<file path="src/verilog/div_cfg.svh">
`ifndef DIV_CFG_SVH
`define DIV_CFG_SVH

// operand and result width
`define DIV_OP_LN 32

// goldschmidt steps, 5 reach 32-bit precision before correction
`define DIV_NUM_ITER 5

// extra fraction bits carried through the iteration, at least 1
`define DIV_XP_LN 4

// width of the pending normalization shift, derived from the above
`define DIV_SH_LN $clog2(`DIV_OP_LN + `DIV_XP_LN + 1)

`endif
</file>
<file path="src/verilog/div_pkg.sv">
package div_pkg;

    // operation selected by funct3[1:0]
    typedef enum logic [1:0] {
        DIV,
        DIVU,
        REM,
        REMU
    } div_fn_t;

    // special cases that bypass the iteration
    typedef enum logic [1:0] {
        NORMAL,
        DIV0,
        OVFL
    } div_case_t;

    // controller states
    typedef enum logic [1:0] {
        IDLE,
        ITERATE,
        CALC_REM
    } div_state_t;

endpackage

</file>
<file path="src/verilog/div_result.sv">
`timescale 1ns/1ps
`include "div_cfg.svh"

module div_result (
    input  logic                  clk,
    input  logic                  rst_n,
    input  logic                  load,
    input  logic                  finish_fast,
    input  logic                  finish_calc,
    input  div_pkg::div_fn_t      div_fn,
    input  div_pkg::div_case_t    div_case,
    input  logic [`DIV_OP_LN-1:0] op1,
    input  logic [`DIV_OP_LN-1:0] op1_abs,
    input  logic [`DIV_OP_LN-1:0] op2_abs,
    input  logic                  op1_neg,
    input  logic                  op2_neg,
    input  logic [`DIV_OP_LN-1:0] quo_trial,
    output logic [`DIV_OP_LN-1:0] result
);
    import div_pkg::*;

    localparam OP_LN = `DIV_OP_LN;
    // room for quotient times divisor plus a sign
    localparam RW = 2 * `DIV_OP_LN + 2;

    div_fn_t              fn_q;
    logic                 op1_neg_q;
    logic                 op2_neg_q;
    logic [OP_LN-1:0]     op1_abs_q;
    logic [OP_LN-1:0]     op2_abs_q;
    logic [2*OP_LN-1:0]   prod;
    logic signed [RW-1:0] dvd_w;
    logic signed [RW-1:0] dvs_w;
    logic signed [RW-1:0] rem_trial;
    logic signed [RW-1:0] rem_fix;
    logic [OP_LN-1:0]     quo_fix;
    logic [OP_LN-1:0]     quo_out;
    logic [OP_LN-1:0]     rem_out;
    logic [OP_LN-1:0]     calc_val;
    logic [OP_LN-1:0]     fast_val;
    logic                 live_is_quo;

    // operation context, kept until the iteration ends
    always_ff @(posedge clk) begin
        if (load) begin
            fn_q      <= div_fn;
            op1_neg_q <= op1_neg;
            op2_neg_q <= op2_neg;
            op1_abs_q <= op1_abs;
            op2_abs_q <= op2_abs;
        end
    end

    // trial remainder n - q*d in a wide signed width
    assign prod      = quo_trial * op2_abs_q;
    assign dvd_w     = $signed({{(RW-OP_LN){1'b0}}, op1_abs_q});
    assign dvs_w     = $signed({{(RW-OP_LN){1'b0}}, op2_abs_q});
    assign rem_trial = dvd_w - $signed({2'b00, prod});

    // pull the quotient back into range by one step either way
    always_comb begin
        quo_fix = quo_trial;
        rem_fix = rem_trial;
        if (rem_trial < 0) begin
            quo_fix = quo_trial - 1'b1;
            rem_fix = rem_trial + dvs_w;
        end else if (rem_trial >= dvs_w) begin
            quo_fix = quo_trial + 1'b1;
            rem_fix = rem_trial - dvs_w;
        end
    end

    // quotient negative when the signs differ, remainder follows the dividend
    assign quo_out  = (op1_neg_q ^ op2_neg_q) ? -quo_fix : quo_fix;
    assign rem_out  = op1_neg_q ? -rem_fix[OP_LN-1:0] : rem_fix[OP_LN-1:0];
    assign calc_val = ((fn_q == DIV) || (fn_q == DIVU)) ? quo_out : rem_out;

    // special values come from the live operands
    assign live_is_quo = (div_fn == DIV) || (div_fn == DIVU);

    always_comb begin
        case (div_case)
            DIV0:    fast_val = live_is_quo ? '1 : op1;
            OVFL:    fast_val = live_is_quo ? op1 : '0;
            default: fast_val = '0;
        endcase
    end

    // result holds until the next finish strobe
    always_ff @(posedge clk or negedge rst_n) begin
        if (!rst_n) begin
            result <= '0;
        end else if (finish_fast) begin
            result <= fast_val;
        end else if (finish_calc) begin
            result <= calc_val;
        end
    end

    // iteration plus one correction step yields an exact remainder
    a_rem_in_range: assert property (
        @(posedge clk) disable iff (!rst_n)
        finish_calc |-> ((rem_fix >= 0) && (rem_fix < dvs_w))
    );

endmodule

</file>
<file path="config.mk">
export PLATFORM = sky130hd
export DESIGN_NAME = div_result
export DESIGN_NICKNAME = d
export VERILOG_FILES = /design/src/verilog/div_pkg.sv /design/src/verilog/div_result.sv
export VERILOG_INCLUDE_DIRS = /design/src /design/src/verilog
export SDC_FILE = /design/constraint.sdc
export NUM_CORES = 2
export LEC_CHECK = 0
export BUFFER_PORTS_ARGS = -buffer_cell sky130_fd_sc_hd__buf_2
export CORE_MARGIN = 2
export CORE_UTILIZATION = 35
export CTS_CLUSTER_DIAMETER = 30
export DETAILED_ROUTE_END_ITERATION = 10
export REMOVE_ABC_BUFFERS = 1
export SYNTH_ARGS = -nofsm -noshare
export SYNTH_HDL_FRONTEND = slang
export SYNTH_SLANG_ARGS = --single-unit
</file>
<file path="constraint.sdc">
create_clock -name clk -period 12.96 [get_ports clk]
set_clock_uncertainty 0.15 [all_clocks]
set_input_delay 0.648 -clock clk [delete_from_list [all_inputs] [get_ports clk]]
set_output_delay 0.648 -clock clk [all_outputs]
set_load 0.02 [all_outputs]
</file>
==> impl_metrics.toml <==
[global_route]
grt_pass1_wl_um = 243000
overflow = 0
grt_pass1_vias = 41499
grt_max_degree = 49
gr-usage-all-layers = 0.232
antenna_found_initial = 8

[hold_path]
hp-class = "primary input to async pin"

[synthesis]
syn-cell-area_sq_um = 46600
synth-main-ff-cell = "edfxtp_1"
async_reset_ff_frac = 0.323
synth_top_family_by_area = "adder cells"
avgSynthCellArea_sq_um = 8.51
synth_seq_cells = 99
synth.distinct_cells = 108
synth-compound-area-share = 0.111
synth_cells = 5476
synth_edf_count = 67
ys_seq_area_frac = 0.0604
synthAdderAreaFrac = 0.505
yosys.area_share.simple = 0.182
ys.warnings.count = 0
synth.area.mux_share = 0.00500
synth_xor_area_frac = 0.0201

[clock_tree]
tritoncts = "yes"
ctsRootBufferMaster = "clkbuf_16"
worstSkewPairLatency_ns = 0.45
postCtsHoldBufs = 0
clk_pin_slew_worst_paths_ns = 0.09
clock-sinks = 99
cts_made_buffers = 9
cts_buffer_depth = 2
htreeDepth = 3

[route]
wl_per_cell_um = 21.0
drt_iter0_markers = 2677
remaining_drc_errors = 0
wirelength_um = 154000
wl_met2_um = 76700
ant_nets = 0
firstDrtPassIters = 6
viasPerCell = 5.25
wl_met3_um = 7360
top_layer_used = "met4"
wl_met1_um = 64800
vias = 38628

[sta]
slew_viol_final = 0
setup_violations = 0
worst_slew_pin_slew_ns = 1.09
finalHoldViolations = 0
slew_headroom = 0.272
finalCritPeriodShare = 0.946
fmax_ghz = 0.0815
rsz0062_at_grt = "false"
layout_min_cycle_time_ns = 12.26
setup_ws_ns = 0.695

[worst_setup_path]
crit_fanout = 6
end_kind = "flop"
worstPathArrival_ns = 12.50
required_ns = 13.20
cpPeakStageDelay_ns = 0.57
crit_top_cell = "fa_1"
criticalPathCategory = "flop to flop"
cpMaxStageDelayCell = "edfxtp_1"
critPathLaunchType = "flop"

[layout]
antenna_cells = 0
final_area_sq_um = 50900
drive_gt1_frac = 0.101
area_delta_synth_final_pct = 9.37
multiInputGateArea_sq_um = 38500
fillers = 13549
post-route-util = 0.387
nNetsFinal = 7035
ff_latch_area_sq_um = 2810

[die]
rows = 133
die_area_sq_um = 136000
die_y_um = 369
core_sq_um = 132000
ioPinCount = 171
die_w_um = 369
floorplan.initialDensity = 0.353

[placement]
place_congestion = 0.953
placed_area_sq_um = 50300
port_buffers = 169
dp_hpwl_um = 131000
pre_cts_ws_ns = 0.0314

[job]
max-cap-violations = 0

[run_status]
status = "finished, final reports clean"
metrics by stage:
step | setup TNS, ns | std cells | hold WS (ns)
after global routing | 0 | 7353 | 0.164
after detailed placement | 0 | 7319 | 0.330
after CTS | 0 | 7335 | 0.109
after global placement | 0 | 7319 | 0.333
final | 0 | 7353 | 0.119
after floorplan | -1.63 | 5134 | 0.202
cells in the final DEF (no fill, tap or decap), drive strengths merged, types with 10 or more instances in the layout:
cell	instances
inv	1061
fa	961
nand2	800
buf	447
ha	342
and2	320
nor2	312
a21oi	182
o21ai	156
edfxtp	67
nor3	67
nand3	60
xnor2	58
nand4	54
xor2	49
a31oi	41
o211ai	40
or3	40
a211oi	33
dfrtp	32
a21o	30
o21bai	25
o221ai	23
o21a	22
nor4	22
o31ai	22
mux2i	21
nand2b	21
and3	20
a221oi	17
nor2b	16
and4	15
or2	13
a2111oi	13
clkbuf	12
o311ai	12
o41ai	11
or4	10
final timing paths:
path | cells after the start | end | slack, ns | start
setup reg to reg | 46 | result[28] | 0.70 | op2_abs_q[8]
max in group asynchronous | 1 | result[22] | 12.02 | rst_n
hold / removal | 1 | result[5] | 0.12 | rst_n
min in group clk | 1 | op1_abs_q[8] | 0.22 | op1_abs[8]
hold reg to reg | 1 | result[0] | 0.34 | result[0]
setup / recovery | 46 | result[28] | 0.70 | op2_abs_q[8]
kinds of logic (layout without fill, tap and decap cells):
logic type	after synthesis	count (layout)
and+or+nand+nor	1796	1796
buffers and inverters	1407	1529
adders and majority gates	1303	1303
AOI/OAI and AO/OA	741	741
xor gates and xnor gates	107	107
DFF	99	99
muxes	23	23
final cells by class:
cell class              instances  share of cell area
flip-flops and latches         99              0.0552
multi-input cells            3970               0.755
clock buffers                  11             0.00457
inverters                    1065              0.0786
clock inverters                 5            0.000884
repair buffers                448              0.0624
well taps                    1755              0.0431
what timing repair did:
| action | 4_1_cts | 5_1_grt |
|---|---|---|
| hold endpoints to repair | 0 | 0 |
| setup endpoints to repair | 0 | 24 |
| resized for setup | 0 | 20 |
| setup buffers | 0 | 17 |
flip-flops by register name (all words and copies together), names as in the netlist:
name / cells
op1_neg_q: 1
op1_abs_q: 32
op2_neg_q: 1
op2_abs_q: 32
fn_q: 1
result: 32
layer usage:
layer  up-vias  global-route usage
met5         -                   0
met4         0              0.0794
met3       191              0.0252
met2      1018               0.406
met1     20009               0.297
li1      17410                   -
synth_stat cells, types with 49 or more instances:
| cell type | count | area share |
|---|---|---|
| o21ai_0 | 142 | 0.015 |
| fa_1 | 961 | 0.41 |
| xor2_1 | 49 | 0.0092 |
| nor2_1 | 312 | 0.025 |
| edfxtp_1 | 67 | 0.043 |
| nand4_1 | 50 | 0.0067 |
| nand2_1 | 799 | 0.064 |
| nand3_1 | 59 | 0.0063 |
| and2_1 | 320 | 0.043 |
| xnor2_1 | 58 | 0.011 |
| inv_1 | 1059 | 0.085 |
| nor3_1 | 64 | 0.0069 |
| clkbuf_1 | 258 | 0.021 |
| a21oi_1 | 170 | 0.018 |
| ha_1 | 342 | 0.092 |
worst max-delay path, delay by kind of cell (launching register included):
kind / cells / cell delay [ns]
multiplexers: 1 / 0.13
XOR/XNOR: 1 / 0.15
flip-flops: 1 / 0.57
AND/OR/NAND/NOR: 13 / 3.24
adder cells (fa/ha/maj): 11 / 4.71
AO/OA/AOI/OAI: 12 / 2.33
buffers and inverters: 8 / 0.90
Power is not shown: default switching activity piles up to over one toggle a cycle in this logic, so the estimate is an artifact.
