$ cat src/verilog/div_cfg.svh
`ifndef DIV_CFG_SVH
`define DIV_CFG_SVH

// operand and result width
`define DIV_OP_LN 32

// goldschmidt steps, 5 reach 32-bit precision before correction
`define DIV_NUM_ITER 5

// extra fraction bits carried through the iteration, at least 1
`define DIV_XP_LN 4

// width of the pending normalization shift, derived from the above
`define DIV_SH_LN $clog2(`DIV_OP_LN + `DIV_XP_LN + 1)

`endif
$ cat src/verilog/div_pkg.sv
package div_pkg;

    // operation selected by funct3[1:0]
    typedef enum logic [1:0] {
        DIV,
        DIVU,
        REM,
        REMU
    } div_fn_t;

    // special cases that bypass the iteration
    typedef enum logic [1:0] {
        NORMAL,
        DIV0,
        OVFL
    } div_case_t;

    // controller states
    typedef enum logic [1:0] {
        IDLE,
        ITERATE,
        CALC_REM
    } div_state_t;

endpackage

$ cat src/verilog/div_ctrl.sv
`timescale 1ns/1ps
`include "div_cfg.svh"

module div_ctrl (
    input  logic               clk,
    input  logic               rst_n,
    input  logic               start,
    input  logic               ack,
    input  div_pkg::div_case_t div_case,
    output logic               load,
    output logic               finish_fast,
    output logic               finish_calc,
    output logic               done
);
    import div_pkg::*;

    localparam CNT_LN = $clog2(`DIV_NUM_ITER + 1);

    div_state_t        state_q;
    div_state_t        state_nxt;
    logic [CNT_LN-1:0] cnt_q;
    logic [CNT_LN-1:0] cnt_nxt;
    logic              done_nxt;
    logic              waiting;
    logic              accept;

    // a finished result nobody has taken yet
    assign waiting = done && !ack;

    // same-cycle ack frees the slot for the new start
    assign accept = (state_q == IDLE) && start && !waiting;

    assign load        = accept;
    assign finish_fast = accept && (div_case != NORMAL);
    assign finish_calc = (state_q == CALC_REM);

    always_comb begin
        state_nxt = state_q;
        cnt_nxt   = cnt_q;
        case (state_q)
            IDLE: begin
                // load cycle already counts as the first iteration
                if (accept && (div_case == NORMAL)) begin
                    state_nxt = ITERATE;
                    cnt_nxt   = CNT_LN'(1);
                end
            end
            ITERATE: begin
                if (cnt_q == CNT_LN'(`DIV_NUM_ITER - 1)) begin
                    state_nxt = CALC_REM;
                end else begin
                    cnt_nxt = cnt_q + 1'b1;
                end
            end
            CALC_REM: begin
                state_nxt = IDLE;
                cnt_nxt   = '0;
            end
            default: begin
                state_nxt = IDLE;
                cnt_nxt   = '0;
            end
        endcase
    end

    // done holds until ack, or rises with a finish strobe
    assign done_nxt = waiting || finish_fast || finish_calc;

    always_ff @(posedge clk or negedge rst_n) begin
        if (!rst_n) begin
            state_q <= IDLE;
            cnt_q   <= '0;
            done    <= 1'b0;
        end else begin
            state_q <= state_nxt;
            cnt_q   <= cnt_nxt;
            done    <= done_nxt;
        end
    end

    // a pending result is never overwritten
    a_no_load_while_waiting: assert property (
        @(posedge clk) disable iff (!rst_n)
        (done && !ack) |-> !(load || finish_calc)
    );

    // only one operation in flight
    a_done_in_idle: assert property (
        @(posedge clk) disable iff (!rst_n)
        done |-> (state_q == IDLE)
    );

endmodule

$ cat config.mk
export PLATFORM = sky130hd
export DESIGN_NAME = div_ctrl
export DESIGN_NICKNAME = d
export VERILOG_FILES = /design/src/verilog/div_pkg.sv /design/src/verilog/div_ctrl.sv
export VERILOG_INCLUDE_DIRS = /design/src /design/src/verilog
export SDC_FILE = /design/constraint.sdc
export NUM_CORES = 1
export LEC_CHECK = 0
export ABC_AREA = 1
export BUFFER_PORTS_ARGS = -buffer_cell sky130_fd_sc_hd__buf_2
export CAP_MARGIN = 0
export CELL_PAD_IN_SITES_DETAIL_PLACEMENT = 1
export CELL_PAD_IN_SITES_GLOBAL_PLACEMENT = 1
export CORE_AREA = 2 2 39 41
export CTS_CLUSTER_DIAMETER = 40
export DETAILED_ROUTE_END_ITERATION = 8
export DIE_AREA = 0 0 41 43
export PLACE_DENSITY_LB_ADDON = 0.1
export SYNTH_ARGS = -nofsm -noshare
export SYNTH_HDL_FRONTEND = slang
export SYNTH_SLANG_ARGS = --single-unit
$ cat constraint.sdc
create_clock -name clk -period 1.5 [get_ports clk]
set_clock_uncertainty 0.05 [all_clocks]
set_input_delay 0.15 -clock clk [delete_from_list [all_inputs] [get_ports clk]]
set_output_delay 0.15 -clock clk [all_outputs]
set_load 0.01 [all_outputs]
==> summary.txt, run 1 <==
status -> finished, final reports clean
Pint -> 0.505 mW
maxcap violations -> 0
worst hold margin -> 192 ps
Finished Cell Area -> 483 µm²
n_diodes -> 0
Worst-path clk slew -> 40 ps
Worst Hold End -> done
Pleak -> 0.287 nW
Combinational Power Share -> 48.8%
Fmax achieved -> 736 MHz
Ys Warns -> 0
ANT nets after route -> 0
switch share -> 41.3%
Tcrit/Tclk final -> 90.6%
clk_lat worst skew -> 240 ps
Pins Over Slew Limit -> 0
total track usage -> 10.7%
post-synth net total -> 55
maximum clock insertion buffer count -> 2
final core occ -> 34.9%
Num CTS Buffers -> 3
initial DRC count -> 5
share of the synthesized area in the top cell type -> 40.3%
Synth area leader -> dfrtp_1
power per cell area -> 1780 nW/µm²
largest net degree at the start of global routing -> 7
reg2reg path depth -> 6
WHS Path Cells -> 4
CP arrival -> 1160 ps
final setup fails -> 0
die height -> 43 µm
CTS root buf -> clkbuf_4
Mean Syn Cell Area -> 7.93 µm²
total number of vias -> 336
fin crit period -> 1360 ps
final wirelength -> 747 µm
Critical R2R Launch -> cnt_q[0]
hold wc startpoint -> ack
full die area -> 1760 µm²
initial antenna violation count -> 0
Post-Syn Area -> 373 µm²
Die Span X -> 41 µm
Post-DP HPWL -> 609 µm
P_sw -> 0.355 mW
Row Count -> 14
CTS sink count -> 6
gpl congestion -> 0.669
Peak VDD IR -> 0.849 mV
Nets -> 71
synth unique cells -> 15
P&R area growth vs syn -> 29.5%
critical path class -> flip-flop to output pin
Residual DRC -> 0
Starting Density -> 26.9%
Cell Area, Placed -> 438 µm²
post-DR wirelength/cell -> 9.70 µm
H-tree Lvls -> 1
final hold violation count -> 0
gr ovfl total -> 0
Ports -> 10
Total Power -> 0.861 mW
Core ar. -> 1380 µm²
Yosys reg bits -> 6
vias in the first global route -> 323
clock share of power -> 16.6%
port bufs -> 9
Max-slew headroom -> 85.5%
Crit. End Element -> output pin
Reg power frac -> 34.5%
RSZ-0062 raised after global routing -> no
TritonRoute pass-1 iters -> 4
Min-Delay Path Class -> input pin to flip-flop
setup TNS -> 0 ps
first-pass GRT wire length -> 1240 µm
Req. time, crit path -> 1300 ps
share of post-route cells with drive strength above 1 -> 36.1%
mean number of vias per cell -> 4.36
Worst R2R End -> cnt_q[1]
Slew @ Worst Pin -> 216 ps
Synth area leaders -> dfrtp_1, nand2_1, inv_1, ha_1, o21bai_4
CP Launch Type -> flip-flop
Post-Synthesis Cells -> 47
register area share after synthesis -> 40.3%
CP max FO -> 3
CTS tree -> yes
flop2flop setup slack -> 340 ps
power groups by stage:
stage	clock, mW	sequential, mW	combinational, mW
after global routing	0.162	0.306	0.488
after CTS	0.153	0.298	0.420
after detailed placement	0	0.300	0.416
after global placement	0	0.302	0.415
final	0.143	0.297	0.420
after floorplan	0	0.287	0.316
state kept, by name, summed over array words and instances, names as in the netlist:
register / count
cnt_q: 3
state_q: 2
done: 1
synth_stat cells (all sizes together):
| cell type | n |
|---|---|
| inv | 11 |
| nor2 | 5 |
| dfrtp | 6 |
| o31ai | 1 |
| ha | 2 |
| xnor2 | 1 |
| nand3 | 4 |
| a21oi | 1 |
| nand3b | 1 |
| nand2 | 14 |
| o21bai | 1 |
metal layers:
layer / GRT usage, % / share of wire [%] / vias up / routed length, µm
li1: - / - / 168 / -
met2: 15.9 / 49 / 13 / 369
met5: 0 / 0 / - / 0
met4: 4.00 / 0 / 0 / 0
met1: 12.1 / 43 / 155 / 319
met3: 6.28 / 7.9 / 0 / 59
worst max-delay path by stage:
stage               start          end  slack (ps)
2_1_floorplan        done  finish_fast         310
3_3_place_gp     cnt_q[0]     cnt_q[1]         330
3_5_place_dp         done  finish_fast         330
4_1_cts              done  finish_fast          60
5_1_grt        state_q[0]  finish_fast          40
6_report       state_q[0]  finish_fast         140
cells by family (layout without fill, tap and decap cells):
| logic type | count (synthesis) | in the layout | synth area share [%] |
|---|---|---|---|
| AO/OA/AOI/OAI | 3 | 3 | 8.39 |
| flip-flops | 6 | 6 | 40.3 |
| adder cells (fa/ha/maj) | 2 | 2 | 6.71 |
| AND/OR/NAND/NOR | 24 | 24 | 31.2 |
| buffers and inverters | 11 | 25 | 11.1 |
| XOR/XNOR | 1 | 1 | 2.35 |
timing repair:
item                                    CTS  global route
setup buffers                             0             1
endpoints found under the setup margin    0             1
hold buffers                              1             0
hold endpoints to repair                  6             0
gates resized for setup                   0             2
per-stage QoR:
stage          worst slack, ps  std cells
4_1_cts                   64.7         76
2_1_floorplan              307         47
6_report                   141         77
3_5_place_dp               331         72
3_3_place_gp               335         72
5_1_grt                   37.7         77
critical path, stage by stage, from the launching register on:
cell     delay, ps
dfrtp_1        400
inv_2           90
nand2_2         70
nor2_2         110
nand2_1         70
inv_1           50
buf_2          110
cell usage in the layout, fill, tap and decap left out:
master and n:
o31ai_1 1, nor2_4 1, inv_1 9, nand3_1 3
o21bai_4 1, clkbuf_4 3, nand2_2 3, nand3b_1 1
inv_2 2, xnor2_1 1, dlygate4sd3_1 1, a21oi_1 1
buf_2 9, buf_4 1, dfrtp_1 6, ha_1 2
nand2_1 11, nor2_2 1, nor2_1 3, nand3_2 1
cell type report:
cell class | count | area, µm²
clock buffers | 3 | 22.5
well taps | 16 | 20.0
multi-input cells | 30 | 186
inverters | 11 | 41.3
fillers | 178 | 901
repair buffers | 11 | 62.6
flip-flops and latches | 6 | 150
(Power assumes the default switching activity.)
==> run 2: changes to the inputs <==
--- a/config.mk
+++ b/config.mk
@@ -9,13 +9,10 @@
 export ABC_AREA = 1
 export BUFFER_PORTS_ARGS = -buffer_cell sky130_fd_sc_hd__buf_2
 export CAP_MARGIN = 0
-export CELL_PAD_IN_SITES_DETAIL_PLACEMENT = 1
-export CELL_PAD_IN_SITES_GLOBAL_PLACEMENT = 1
 export CORE_AREA = 2 2 39 41
 export CTS_CLUSTER_DIAMETER = 40
 export DETAILED_ROUTE_END_ITERATION = 8
 export DIE_AREA = 0 0 41 43
-export PLACE_DENSITY_LB_ADDON = 0.1
 export SYNTH_ARGS = -nofsm -noshare
 export SYNTH_HDL_FRONTEND = slang
 export SYNTH_SLANG_ARGS = --single-unit
==> summary.txt, run 2 (same netlist as run 1, synthesis figures left out) <==
n_diodes -> 0
Pins Over Slew Limit -> 0
initial DRC count -> 5
CP max FO -> 3
fin crit period -> 1370 ps
Largest Register -> cnt_q
Worst Hold End -> done
Residual DRC -> 0
vias in the first global route -> 263
post-DR wirelength/cell -> 8.28 µm
full die area -> 1760 µm²
first-pass GRT wire length -> 1020 µm
Ports -> 10
critical path class -> flip-flop to output pin
Worst-path clk slew -> 40 ps
flop2flop setup slack -> 340 ps
Post-DP HPWL -> 496 µm
CP arrival -> 1170 ps
Nets -> 70
WHS Path Cells -> 4
Num CTS Buffers -> 3
mean number of vias per cell -> 4.03
Row Count -> 14
CTS tree -> yes
P&R area growth vs syn -> 26.2%
commonest non-fill, non-tap cells in the layout -> nand2_1, inv_1, buf_2
maxcap violations -> 0
Core ar. -> 1380 µm²
largest net degree at the start of global routing -> 7
gr ovfl total -> 0
Worst R2R End -> cnt_q[2]
reg2reg path depth -> 6
commonest non-fill, non-tap cell in the layout -> nand2_1
setup TNS -> 0 ps
Crit. End Element -> output pin
DP Worst Slack -> 364 ps
total track usage -> 9.03%
Die Span X -> 41 µm
Fmax achieved -> 733 MHz
power per cell area -> 1780 nW/µm²
Starting Density -> 26.9%
port bufs -> 9
H-tree Lvls -> 1
max reg flops -> 3
CTS sink count -> 6
final wirelength -> 629 µm
Slew @ Worst Pin -> 242 ps
CTS root buf -> clkbuf_4
Min-Delay Path Class -> input pin to flip-flop
final hold violation count -> 0
Pleak -> 0.282 nW
CP Launch Type -> flip-flop
die height -> 43 µm
final setup fails -> 0
clk_lat worst skew -> 230 ps
share of post-route cells with drive strength above 1 -> 31.7%
Regs by FF count -> cnt_q x3, state_q x2, done x1
fin worst setup slack -> 135 ps
Post-CTS Setup Bufs -> 0
ANT nets after route -> 0
TritonRoute pass-1 iters -> 3
Max-slew headroom -> 83.7%
hold wc startpoint -> ack
Critical path origin -> done
Req. time, crit path -> 1300 ps
total number of vias -> 306
initial antenna violation count -> 0
gpl congestion -> 0.690
Critical R2R Launch -> cnt_q[0]
status -> finished, final reports clean
maximum clock insertion buffer count -> 2
Tcrit/Tclk final -> 91.0%
Peak VDD IR -> 0.653 mV
RSZ-0062 raised after global routing -> no
run 2: cell type report:
| cell class | count | area [µm²] |
|---|---|---|
| multi-input combinational | 30 | 181 |
| fill | 143 | 913 |
| tap | 16 | 20.0 |
| timing repair buffer | 10 | 55.1 |
| sequential | 6 | 150 |
| clock buffer | 3 | 22.5 |
| inverter | 11 | 41.3 |
run 2: worst max-delay path by stage:
stage	endpoint	slack [ps]	cells past startpoint
after detailed placement	cnt_q[2]	360	6
final	finish_fast	130	6
after global placement	cnt_q[2]	370	6
after floorplan	finish_fast	310	5
after CTS	finish_fast	120	6
after global routing	finish_fast	10	6
run 2: timing repair:
item | CTS | global route
hold buffers | 1 | 0
hold endpoints to repair | 6 | 0
gates resized for setup | 0 | 0
run 2: power breakdown:
part / switching [mW] / total [mW] / internal (mW)
Sequential: 0.0597 / 0.289 / 0.230
Clock: 0.0482 / 0.138 / 0.0898
Combinational: 0.229 / 0.410 / 0.180
run 2: critical path, stage by stage (launching register included):
cell and delay, ps:
dfrtp_1 360, nand2_1 80, nand2_1 110, nor2_1 130, nand2_1 80, inv_1 50, buf_2 120
run 2: layer usage:
layer | share of wire (%) | global-route usage [%] | vias to the layer above
li1 | - | - | 169
met1 | 44 | 11.0 | 132
met2 | 52 | 13.8 | 3
met3 | 1.1 | 0 | 2
met5 | 0 | 0 | -
met4 | 2.4 | 8.00 | 0
run 2: stage by stage:
stage | area, µm² | cells | util [%] | hold slack, ps | power [mW]
floorplan | 373 | 47 | - | -196 | 0.603
global placement | 438 | 72 | 31.6 | -73.0 | 0.697
detailed placement | 438 | 72 | 31.6 | -74.1 | 0.698
CTS | 470 | 76 | 34.0 | 177 | 0.847
global route | 470 | 76 | 34.0 | 210 | 0.916
finish | 470 | 76 | 34.0 | 177 | 0.837
