$ cat config.mk
export PLATFORM = sky130hd
export DESIGN_NAME = div_operand_prep
export DESIGN_NICKNAME = d
export VERILOG_FILES = /design/src/verilog/div_pkg.sv /design/src/verilog/div_operand_prep.sv
export VERILOG_INCLUDE_DIRS = /design/src /design/src/verilog
export SDC_FILE = /design/constraint.sdc
export NUM_CORES = 1
export LEC_CHECK = 0
export BUFFER_PORTS_ARGS = -buffer_cell sky130_fd_sc_hd__clkbuf_2
export CELL_PAD_IN_SITES_DETAIL_PLACEMENT = 1
export CELL_PAD_IN_SITES_GLOBAL_PLACEMENT = 2
export CORE_UTILIZATION = 24
export DETAILED_ROUTE_END_ITERATION = 8
export GPL_TIMING_DRIVEN = 0
export PLACE_DENSITY = 0.74
export REMOVE_ABC_BUFFERS = 1
export SLEW_MARGIN = 5
export SYNTH_ARGS = -nofsm -noshare
export SYNTH_HDL_FRONTEND = slang
export SYNTH_SLANG_ARGS = --single-unit
$ cat constraint.sdc
create_clock -name vclk -period 7.33
set_input_delay 0.733 -clock vclk [all_inputs]
set_output_delay 0.733 -clock vclk [all_outputs]
set_load 0.1 [all_outputs]
$ cat src/verilog/div_cfg.svh
`ifndef DIV_CFG_SVH
`define DIV_CFG_SVH

// operand and result width
`define DIV_OP_LN 32

// goldschmidt steps, 5 reach 32-bit precision before correction
`define DIV_NUM_ITER 5

// extra fraction bits carried through the iteration, at least 1
`define DIV_XP_LN 4

// width of the pending normalization shift, derived from the above
`define DIV_SH_LN $clog2(`DIV_OP_LN + `DIV_XP_LN + 1)

`endif
$ cat src/verilog/div_pkg.sv
package div_pkg;

    // operation selected by funct3[1:0]
    typedef enum logic [1:0] {
        DIV,
        DIVU,
        REM,
        REMU
    } div_fn_t;

    // special cases that bypass the iteration
    typedef enum logic [1:0] {
        NORMAL,
        DIV0,
        OVFL
    } div_case_t;

    // controller states
    typedef enum logic [1:0] {
        IDLE,
        ITERATE,
        CALC_REM
    } div_state_t;

endpackage

$ cat src/verilog/div_operand_prep.sv
`timescale 1ns/1ps
`include "div_cfg.svh"

module div_operand_prep (
    input  logic [`DIV_OP_LN-1:0]            op1,
    input  logic [`DIV_OP_LN-1:0]            op2,
    input  logic [2:0]                       funct3,
    output div_pkg::div_fn_t                 div_fn,
    output div_pkg::div_case_t               div_case,
    output logic [`DIV_OP_LN-1:0]            op1_abs,
    output logic [`DIV_OP_LN-1:0]            op2_abs,
    output logic                             op1_neg,
    output logic                             op2_neg,
    output logic [`DIV_OP_LN+`DIV_XP_LN-1:0] x_init,
    output logic [`DIV_SH_LN-1:0]            shift_init
);
    import div_pkg::*;

    localparam OP_LN = `DIV_OP_LN;
    localparam HB_LN = $clog2(`DIV_OP_LN);
    localparam SH_LN = `DIV_SH_LN;

    logic             is_signed;
    logic [HB_LN-1:0] hb_chain [0:OP_LN];
    logic [HB_LN-1:0] hb_idx;
    logic [OP_LN-1:0] d_norm;
    logic [OP_LN-1:0] x_frac;

    // low two bits of funct3 map straight onto the function enum
    assign div_fn    = div_fn_t'(funct3[1:0]);
    assign is_signed = (div_fn == DIV) || (div_fn == REM);

    // signs only count for the signed functions
    assign op1_neg = is_signed & op1[OP_LN-1];
    assign op2_neg = is_signed & op2[OP_LN-1];

    // magnitudes, the most negative value maps onto itself as unsigned
    assign op1_abs = op1_neg ? -op1 : op1;
    assign op2_abs = op2_neg ? -op2 : op2;

    // leading-one search over the divisor magnitude
    // scanning upward so the highest set bit wins
    assign hb_chain[0] = '0;
    for (genvar i = 0; i < OP_LN; i++) begin : g_hb
        assign hb_chain[i+1] = op2_abs[i] ? HB_LN'(i) : hb_chain[i];
    end
    assign hb_idx = hb_chain[OP_LN];

    // divisor with its top bit just below the binary point, value in [0.5, 1)
    assign d_norm = op2_abs << (HB_LN'(OP_LN - 1) - hb_idx);

    // x = 1 - d, so 1/d is the product of (1 + x^(2^k))
    assign x_frac = -d_norm;
    assign x_init = {x_frac, {`DIV_XP_LN{1'b0}}};

    // undo the normalization and drop the extra fraction bits at the end
    assign shift_init = SH_LN'(hb_idx) + SH_LN'(`DIV_XP_LN + 1);

    // riscv special cases
    always_comb begin
        if (op2 == '0) begin
            div_case = DIV0;
        end else if (is_signed && (op1 == {1'b1, {(OP_LN-1){1'b0}}}) && (op2 == '1)) begin
            div_case = OVFL;
        end else begin
            div_case = NORMAL;
        end
    end

endmodule

==> impl_metrics.env, run 1 <==
export IMPL_dp_slack_ps=-2790
export IMPL_worstHoldPathType="in -> out"
export IMPL_busiest_layer="met2"
export IMPL_crit_path_start_kind="input pin"
export IMPL_yosysMostFrequentCell="nand2_1"
export IMPL_outcome="complete, no violations"
export IMPL_start_util_pct=24.68
export IMPL_synth_top_area_share_pct=7.397
export IMPL_yosys_area_top_type="xnor2_1"
export IMPL_slowest_delay_ps=570
export IMPL_p_int_uw=311.9
export IMPL_endpoint_kind="output pin"
export IMPL_clkbuf_count=0
export IMPL_critPathMaxFanout=31
export IMPL_io_buffers=172
export IMPL_hpwlAfterDp_um=23500
export IMPL_nNetsFinal=1164
export IMPL_finalMaxSlewViolations=0
export IMPL_grt_pass1_vias=8233
export IMPL_pwr_share_seq_pct=0
export IMPL_firstDrtPassIters=5
export IMPL_synth_area_per_cell_sq_um=6.458
export IMPL_io_pins=179
export IMPL_p_clk_share_pct=0
export IMPL_drive_above_1_share_pct=29.45
export IMPL_worst_slack_ps=152.6
export IMPL_gr_usage_all_layers_pct=23.02
export IMPL_cap_violations=0
export IMPL_hold_depth=0
export IMPL_fin_util_pct=32.08
export IMPL_p_sw_mw=1.148
export IMPL_drc=0
export IMPL_power_leakage_nw=3.062
export IMPL_comb_power_share_pct=100.0
export IMPL_die_h_um=160.6
export IMPL_synth_commonest_cells="87 x nand2_1, 83 x nor2_1, 58 x a21oi_1, 51 x xnor2_1, 45 x clkbuf_1"
export IMPL_whs_endpoint="div_fn[1]"
export IMPL_use_met2_pct=37.21
export IMPL_place_gp_congestion=0.8783
export IMPL_n_antenna_cell=0
export IMPL_grt_max_degree=53
export IMPL_yosys_warnings=0
export IMPL_placementRows=57
export IMPL_syn_to_final_growth_pct=29.96
export IMPL_wl_um=31070
export IMPL_grt_pass1_wl_um=48040
export IMPL_ant_nets=0
export IMPL_grtUsageMet3_pct=2.505
export IMPL_required_ps=6600
export IMPL_max_freq_ghz=0.1393
export IMPL_setup_violations=0
export IMPL_seq_cell_count=0
export IMPL_cts_hold_buf=0
export IMPL_drt_first_iter_violations=871
export IMPL_synthTopCellsByArea="xnor2_1 7.4%, mux2i_1 6.5%, nand2_1 5.4%"
export IMPL_dr_total_vias=8495
export IMPL_fin_crit_ps=7177
export IMPL_antenna_found_initial=0
export IMPL_holdWs_ps=1466
export IMPL_synth_sequential_area_ratio_pct=0
export IMPL_p_sw_share_pct=78.63
export IMPL_slew_headroom_pct=37.61
export IMPL_dieArea_sq_um=25800
export IMPL_syn_inst=935
export IMPL_crit_type="in -> out"
export IMPL_p_total_mw=1.460
export IMPL_use_met1_pct=32.79
export IMPL_hold_viol=0
export IMPL_worstPathArrival_ps=6440
export IMPL_core_area_sq_um=24460
export IMPL_min_from="funct3[1]"
export IMPL_crit_chain="clkbuf_2 > inv_4 > ha_2 > or4b_4 > nor4_4 > buf_4 > nand3_1 > nor4_4 > o32a_1 > o31a_4 > a21oi_4 > inv_8 > mux2i_1 > a22oi_1 > a21oi_1 > or3_1 > or4b_4 > nor3_4 > buf_12 > nand4b_4 > a2111oi_4 > buf_8"
export IMPL_powerDensity_nw_per_um2=186.0
export IMPL_overflow=0
export IMPL_crit_slowest_cell="or4b_4"
export IMPL_viasPerCell=6.008
export IMPL_seq_area_sq_um=0
export IMPL_floorplan_die_width_um=160.6
export IMPL_wl_per_cell_um=21.97
export IMPL_synth_area_sq_um=6038
export IMPL_max_slew_worst_pin_slew_ps=926.1
export IMPL_ir_worst_vdd_mv=0.1087
export IMPL_fin_crit_sh_pct=97.92
export IMPL_yosysUniqueCellTypes=89
## cell usage in the layout (no fill, tap or decap), drive strengths merged, types with 8 or more instances in the layout
cell and count:
or3 14, a221oi 12, nand4 23, a31oi 12, mux2i 40, and3 8, inv 43, buf 57
nand2b 12, xor2 28, o21ai 46, nand3 36, nor3 45, o41ai 8, nand2 87, o21a 9
o22ai 10, o31ai 13, and2 13, nor2 83, nor4 25, xnor2 52, o211ai 20, clkbuf 167
a22oi 10, a21oi 62, a211oi 28, o32ai 8
## metrics by stage
| step | TNS (ps) | instance area [sq um] | std cells |
|---|---|---|---|
| 3_5_place_dp | -73340 | 7024 | 1364 |
| 3_3_place_gp | -122300 | 6962 | 1360 |
| 2_1_floorplan | -88450 | 5695 | 864 |
| 4_1_cts | -0.3095 | 7513 | 1395 |
| 5_1_grt | -119.2 | 7848 | 1414 |
| 6_report | 0 | 7848 | 1414 |
## layout make-up
cell class / count / area (sq um)
fill: 3114 / 16610
inverter: 43 / 191.4
multi-input combinational: 823 / 5914
tap: 324 / 405.4
timing repair buffer: 224 / 1336
## metal layers
layer,vias up,wire length [um],share of wire [%]
li1,3902,-,-
met1,4192,14200,46
met2,361,14020,45
met3,40,2380,7.7
met4,0,477,1.5
met5,-,0,0
## power groups by stage
stage | Combinational, mW | Sequential (mW) | Clock, mW
2_1_floorplan | 1.07 | 0 | 0
3_5_place_dp | 1.36 | 0 | 0
6_report | 1.46 | 0 | 0
4_1_cts | 1.41 | 0 | 0
5_1_grt | 1.52 | 0 | 0
3_3_place_gp | 1.35 | 0 | 0
## worst max-delay path by stage
stage	startpoint	to	slack (ps)	cells past startpoint
after floorplan	funct3[0]	x_init[18]	-3470	18
after global placement	funct3[0]	x_init[35]	-4160	18
after detailed placement	funct3[0]	x_init[34]	-2790	21
after CTS	op2[0]	x_init[24]	-0.3	21
after global routing	op2[0]	x_init[29]	-20	22
final	op2[0]	x_init[35]	150	22
## cells by family (layout without fill, tap and decap cells)
logic type | after synthesis | count (layout) | share of synthesized area (%)
other | 1 | 4 | 0.06210
xor gates and xnor gates | 80 | 80 | 11.91
buffers and inverters | 117 | 267 | 8.537
adders and majority gates | 5 | 5 | 1.036
muxes | 47 | 47 | 7.998
and+or+nand+nor | 379 | 380 | 33.40
AOI/OAI and AO/OA | 306 | 307 | 37.05
## critical path, delay by kind of cell
kind	cells	cell delay, ps
AO/OA/AOI/OAI	6	1350
adder cells (fa/ha/maj)	1	260
multiplexers	1	200
AND/OR/NAND/NOR	8	2670
buffers and inverters	6	1180
## repair_timing
item | 4_1_cts | 5_1_grt
hold endpoints to repair | 0 | 0
cloned | 2 | 0
endpoints found under the setup margin | 38 | 21
buffers inserted | 29 | 19
pin swaps | 16 | 11
gates resized for setup | 57 | 45
(Power assumes the default switching activity.)
==> run 2, diff against run 1 <==
PLACE_DENSITY = 0.79   (was 0.74)
REMOVE_ABC_BUFFERS = default   (was 1)
==> run 2 against run 1 <==
Effect of this change: core utilization grew 2.0 points; fmax grew 0.31%; critical path depth grew 1; non-clock buffer count grew 48; critical endpoint is now x_init[33]; highest routed layer unchanged.
==> impl_metrics.env, run 2 (synthesis results as in run 1) <==
export IMPL_drc=0
export IMPL_worstPathArrival_ps=6420
export IMPL_clkbuf_count=0
export IMPL_ir_worst_vdd_mv=0.1285
export IMPL_wl_um=33710
export IMPL_dieArea_sq_um=25800
export IMPL_overflow=0
export IMPL_hpwlAfterDp_um=26530
export IMPL_gr_usage_all_layers_pct=24.91
export IMPL_cap_violations=0
export IMPL_grt_pass1_vias=8662
export IMPL_n_antenna_cell=0
export IMPL_worst_slack_ps=175.0
export IMPL_seq_cell_count=0
export IMPL_start_util_pct=24.68
export IMPL_crit_type="in -> out"
export IMPL_io_pins=179
export IMPL_cts_hold_buf=0
export IMPL_max_freq_ghz=0.1398
export IMPL_firstDrtPassIters=5
export IMPL_slowest_delay_ps=540
export IMPL_cp_top_family="simple AND/OR/NAND/NOR gates"
export IMPL_layout_common_cells="153 x clkbuf_2, 83 x nand2_1, 80 x nor2_1"
export IMPL_power_leakage_nw=3.267
export IMPL_core_area_sq_um=24460
export IMPL_dp_slack_ps=-1288
export IMPL_dr_total_vias=8713
export IMPL_setup_worst_path_start="op2[0]"
export IMPL_endpoint_kind="output pin"
export IMPL_dp_cells=1419
export IMPL_drt_first_iter_violations=703
export IMPL_max_slew_worst_pin_slew_ps=855.5
export IMPL_min_from="funct3[1]"
export IMPL_crit_slowest_cell="or4b_4"
export IMPL_worstHoldPathType="in -> out"
export IMPL_multi_input_area_sq_um=6145
export IMPL_drive_above_1_share_pct=32.31
export IMPL_io_buffers=157
export IMPL_slew_headroom_pct=42.36
export IMPL_fin_tns_setup_ps=0
export IMPL_critPathMaxFanout=10
export IMPL_floorplan_die_width_um=160.6
export IMPL_fin_crit_sh_pct=97.61
export IMPL_die_h_um=160.6
export IMPL_critPathBufInv=8
export IMPL_wl_per_cell_um=23.09
export IMPL_required_ps=6600
export IMPL_seq_area_sq_um=0
export IMPL_nFillCells=3134
export IMPL_final_common_cell="clkbuf_2"
export IMPL_setup_violations=0
export IMPL_outcome="complete, no violations"
export IMPL_grt_pass1_wl_um=50980
export IMPL_finalMaxSlewViolations=0
export IMPL_crit_chain="clkbuf_2 > clkbuf_16 > inv_8 > ha_4 > or4b_1 > buf_2 > nor4_4 > buf_4 > a211oi_1 > or3_1 > o2bb2ai_1 > a21o_1 > clkbuf_1 > nor2_1 > a221oi_2 > a21oi_1 > a211o_1 > or4b_4 > nor3_4 > buf_12 > nand4b_4 > xor2_2 > clkbuf_4"
export IMPL_hold_viol=0
export IMPL_powerDensity_nw_per_um2=186.6
export IMPL_fin_cells=1460
export IMPL_ant_nets=0
export IMPL_syn_to_final_growth_pct=38.13
export IMPL_placementRows=57
export IMPL_fin_crit_ps=7155
export IMPL_nNetsFinal=1210
export IMPL_antenna_found_initial=0
export IMPL_place_gp_congestion=0.9578
export IMPL_grt_max_degree=11
export IMPL_viasPerCell=5.968
export IMPL_crit_path_start_kind="input pin"
## run 2: timing repair
action	in CTS	in global routing
endpoints found under the setup margin	32	20
setup buffers	22	20
resized for setup	74	63
pin swaps	13	14
## run 2: area by class of cell
cell class	instances	share of cell area [%]
multi-input cells	821	73.67
well taps	324	4.860
plain buffers	73	5.056
repair buffers	199	14.27
inverters	43	2.145
## run 2: power breakdown
group          leakage, nW  internal, mW  switching, mW
combinational         3.27         0.356           1.20
clock                    0             0              0
sequential               0             0              0
total                 3.27         0.356           1.20
## run 2: worst paths after layout
| path | to | slack [ps] | depth (start not counted) |
|---|---|---|---|
| worst min-delay path | div_fn[1] | 1930 | 2 |
| worst max-delay path | x_init[33] | 170 | 23 |
## run 2: through the flow
step	total power, mW	area, sq um	hold WS [ps]	util [%]
after floorplan	1.141	6300	1678	-
after global placement	1.424	7491	1928	30.62
after detailed placement	1.428	7491	1929	30.62
after CTS	1.494	7980	1930	32.62
after global routing	1.616	8341	1930	34.10
final	1.556	8341	1928	34.10
## run 2: per-layer routing
layer  up-vias  global-route usage (%)  wire length [um]
met2       376                   40.75             15350
met5         -                       0                 0
met3        66                   3.616              2407
met4         0                   6.061               855
met1      4308                   34.11             15100
li1       3963                       -                 -
==> run 3, diff against run 2 <==
CORE_ASPECT_RATIO = 0.5   (was default)
==> run 3 against run 2 <==
Effect of this change: sequential share of layout area is the same; first-iteration DRC count shrank 6.7%; total power grew 0.81%; setup slack lost 73 ps; worst hold slack is essentially flat; via count grew 0.61%; cell count grew 1.2%; critical path type unchanged; largest cell class unchanged.
==> impl_metrics.env, run 3 (synthesis results as in run 1) <==
export IMPL_finalMaxSlewViolations=0
export IMPL_fin_crit_ps=7228
export IMPL_io_pins=179
export IMPL_seq_area_sq_um=0
export IMPL_grt_pass1_wl_um=51590
export IMPL_hold_viol=0
export IMPL_crit_path_start_kind="input pin"
export IMPL_crit_slowest_cell="or4b_4"
export IMPL_place_gp_congestion=0.9563
export IMPL_cap_violations=0
export IMPL_dpl_instance_area_sq_um=7506
export IMPL_overflow=0
export IMPL_max_slew_worst_pin_slew_ps=1037
export IMPL_firstDrtPassIters=5
export IMPL_io_buffers=157
export IMPL_clkbuf_count=0
export IMPL_hpwlAfterDp_um=27170
export IMPL_ir_worst_vdd_mv=0.1735
export IMPL_rsz0062_at_grt="true"
export IMPL_dp_cells=1431
export IMPL_cts_hold_buf=0
export IMPL_syn_to_final_growth_pct=40.45
export IMPL_ant_nets=0
export IMPL_drc=0
export IMPL_worstPathArrival_ps=6490
export IMPL_critPathMaxFanout=10
export IMPL_floorplan_die_width_um=226.3
export IMPL_fin_cells=1478
export IMPL_grt_pass1_vias=8469
export IMPL_antenna_found_initial=0
export IMPL_wl_um=34690
export IMPL_seq_cell_count=0
export IMPL_power_leakage_nw=3.294
export IMPL_placementRows=40
export IMPL_nNetsFinal=1216
export IMPL_outcome="complete, no violations"
export IMPL_wl_per_cell_um=23.47
export IMPL_crit_chain="clkbuf_2 > clkbuf_1 > nor4_4 > nand4_1 > buf_4 > buf_4 > or2_2 > o221a_2 > or4_1 > clkbuf_1 > a21oi_4 > a211oi_1 > o21ai_1 > o21ai_0 > a221o_2 > or4b_4 > nor3_4 > buf_12 > nand4b_4 > a2111oi_4 > buf_8"
export IMPL_layout_common_cells="154 x clkbuf_2, 82 x nand2_1, 79 x nor2_1"
export IMPL_slew_headroom_pct=30.64
export IMPL_slowest_delay_ps=600
export IMPL_max_freq_ghz=0.1384
export IMPL_gr_usage_all_layers_pct=25.53
export IMPL_die_h_um=114.2
export IMPL_fin_crit_sh_pct=98.60
export IMPL_drt_first_iter_violations=656
export IMPL_viasPerCell=5.931
export IMPL_holdWs_ps=1928
export IMPL_final_common_cell="clkbuf_2"
export IMPL_drive_above_1_share_pct=33.98
export IMPL_n_antenna_cell=0
export IMPL_powerDensity_nw_per_um2=185.0
export IMPL_endpoint_kind="output pin"
export IMPL_fin_tns_setup_ps=0
export IMPL_fin_util_pct=34.87
export IMPL_grt_max_degree=11
export IMPL_core_area_sq_um=24320
export IMPL_start_util_pct=24.83
export IMPL_required_ps=6600
export IMPL_worstHoldPathType="in -> out"
export IMPL_crit_type="in -> out"
export IMPL_dieArea_sq_um=25840
export IMPL_dr_total_vias=8766
export IMPL_fin_area_sq_um=8481
export IMPL_setup_violations=0
## run 3: cell count changes in the layout (fill, tap and decap cells not counted), sizes merged
cell      delta
buf          +9
clkbuf       -3
clkinv       -1
clkinvlp     +1
## run 3: power by group
part	total (mW)	switching [mW]	internal [mW]
Clock	0	0	0
Sequential	0	0	0
Combinational	1.57	1.21	0.360
## run 3: stage by stage
| stage | power [mW] | setup slack [ps] |
|---|---|---|
| CTS | 1.495 | 39.83 |
| finish | 1.569 | 102.3 |
| floorplan | 1.141 | -239.9 |
| detailed placement | 1.434 | -1382 |
| global route | 1.625 | -44.21 |
| global placement | 1.432 | -1389 |
## run 3: final timing paths
check	start	end	slack, ps	cells after the start
hold / removal	funct3[1]	div_fn[1]	1930	2
setup / recovery	op2[8]	x_init[35]	100	21
## run 3: cell type report
class	count	area, sq um
timing repair buffer	206	1232
tap	336	420.4
inverter	43	182.7
fill	3134	15840
multi-input combinational	821	6223
buffer	72	421.7
## run 3: routing by layer
| metal | up-vias | wire, um | global-route usage (%) |
|---|---|---|---|
| met5 | - | 0 | 0 |
| met4 | 0 | 503 | 3.649 |
| met3 | 33 | 2006 | 0.8211 |
| met2 | 349 | 15790 | 42.88 |
| met1 | 4388 | 16400 | 36.92 |
| li1 | 3996 | - | - |
## run 3: worst max-delay path, delay by kind of cell
| kind | cells | cell delay (ps) |
|---|---|---|
| buf+inv | 7 | 1390 |
| simple gates | 7 | 2300 |
| compound gates | 7 | 2060 |
## run 3: repair_timing
item,4_1_cts,5_1_grt
hold endpoints to repair,0,0
resized for setup,73,76
pin swaps,14,18
setup endpoints to repair,31,20
buffers inserted,23,26
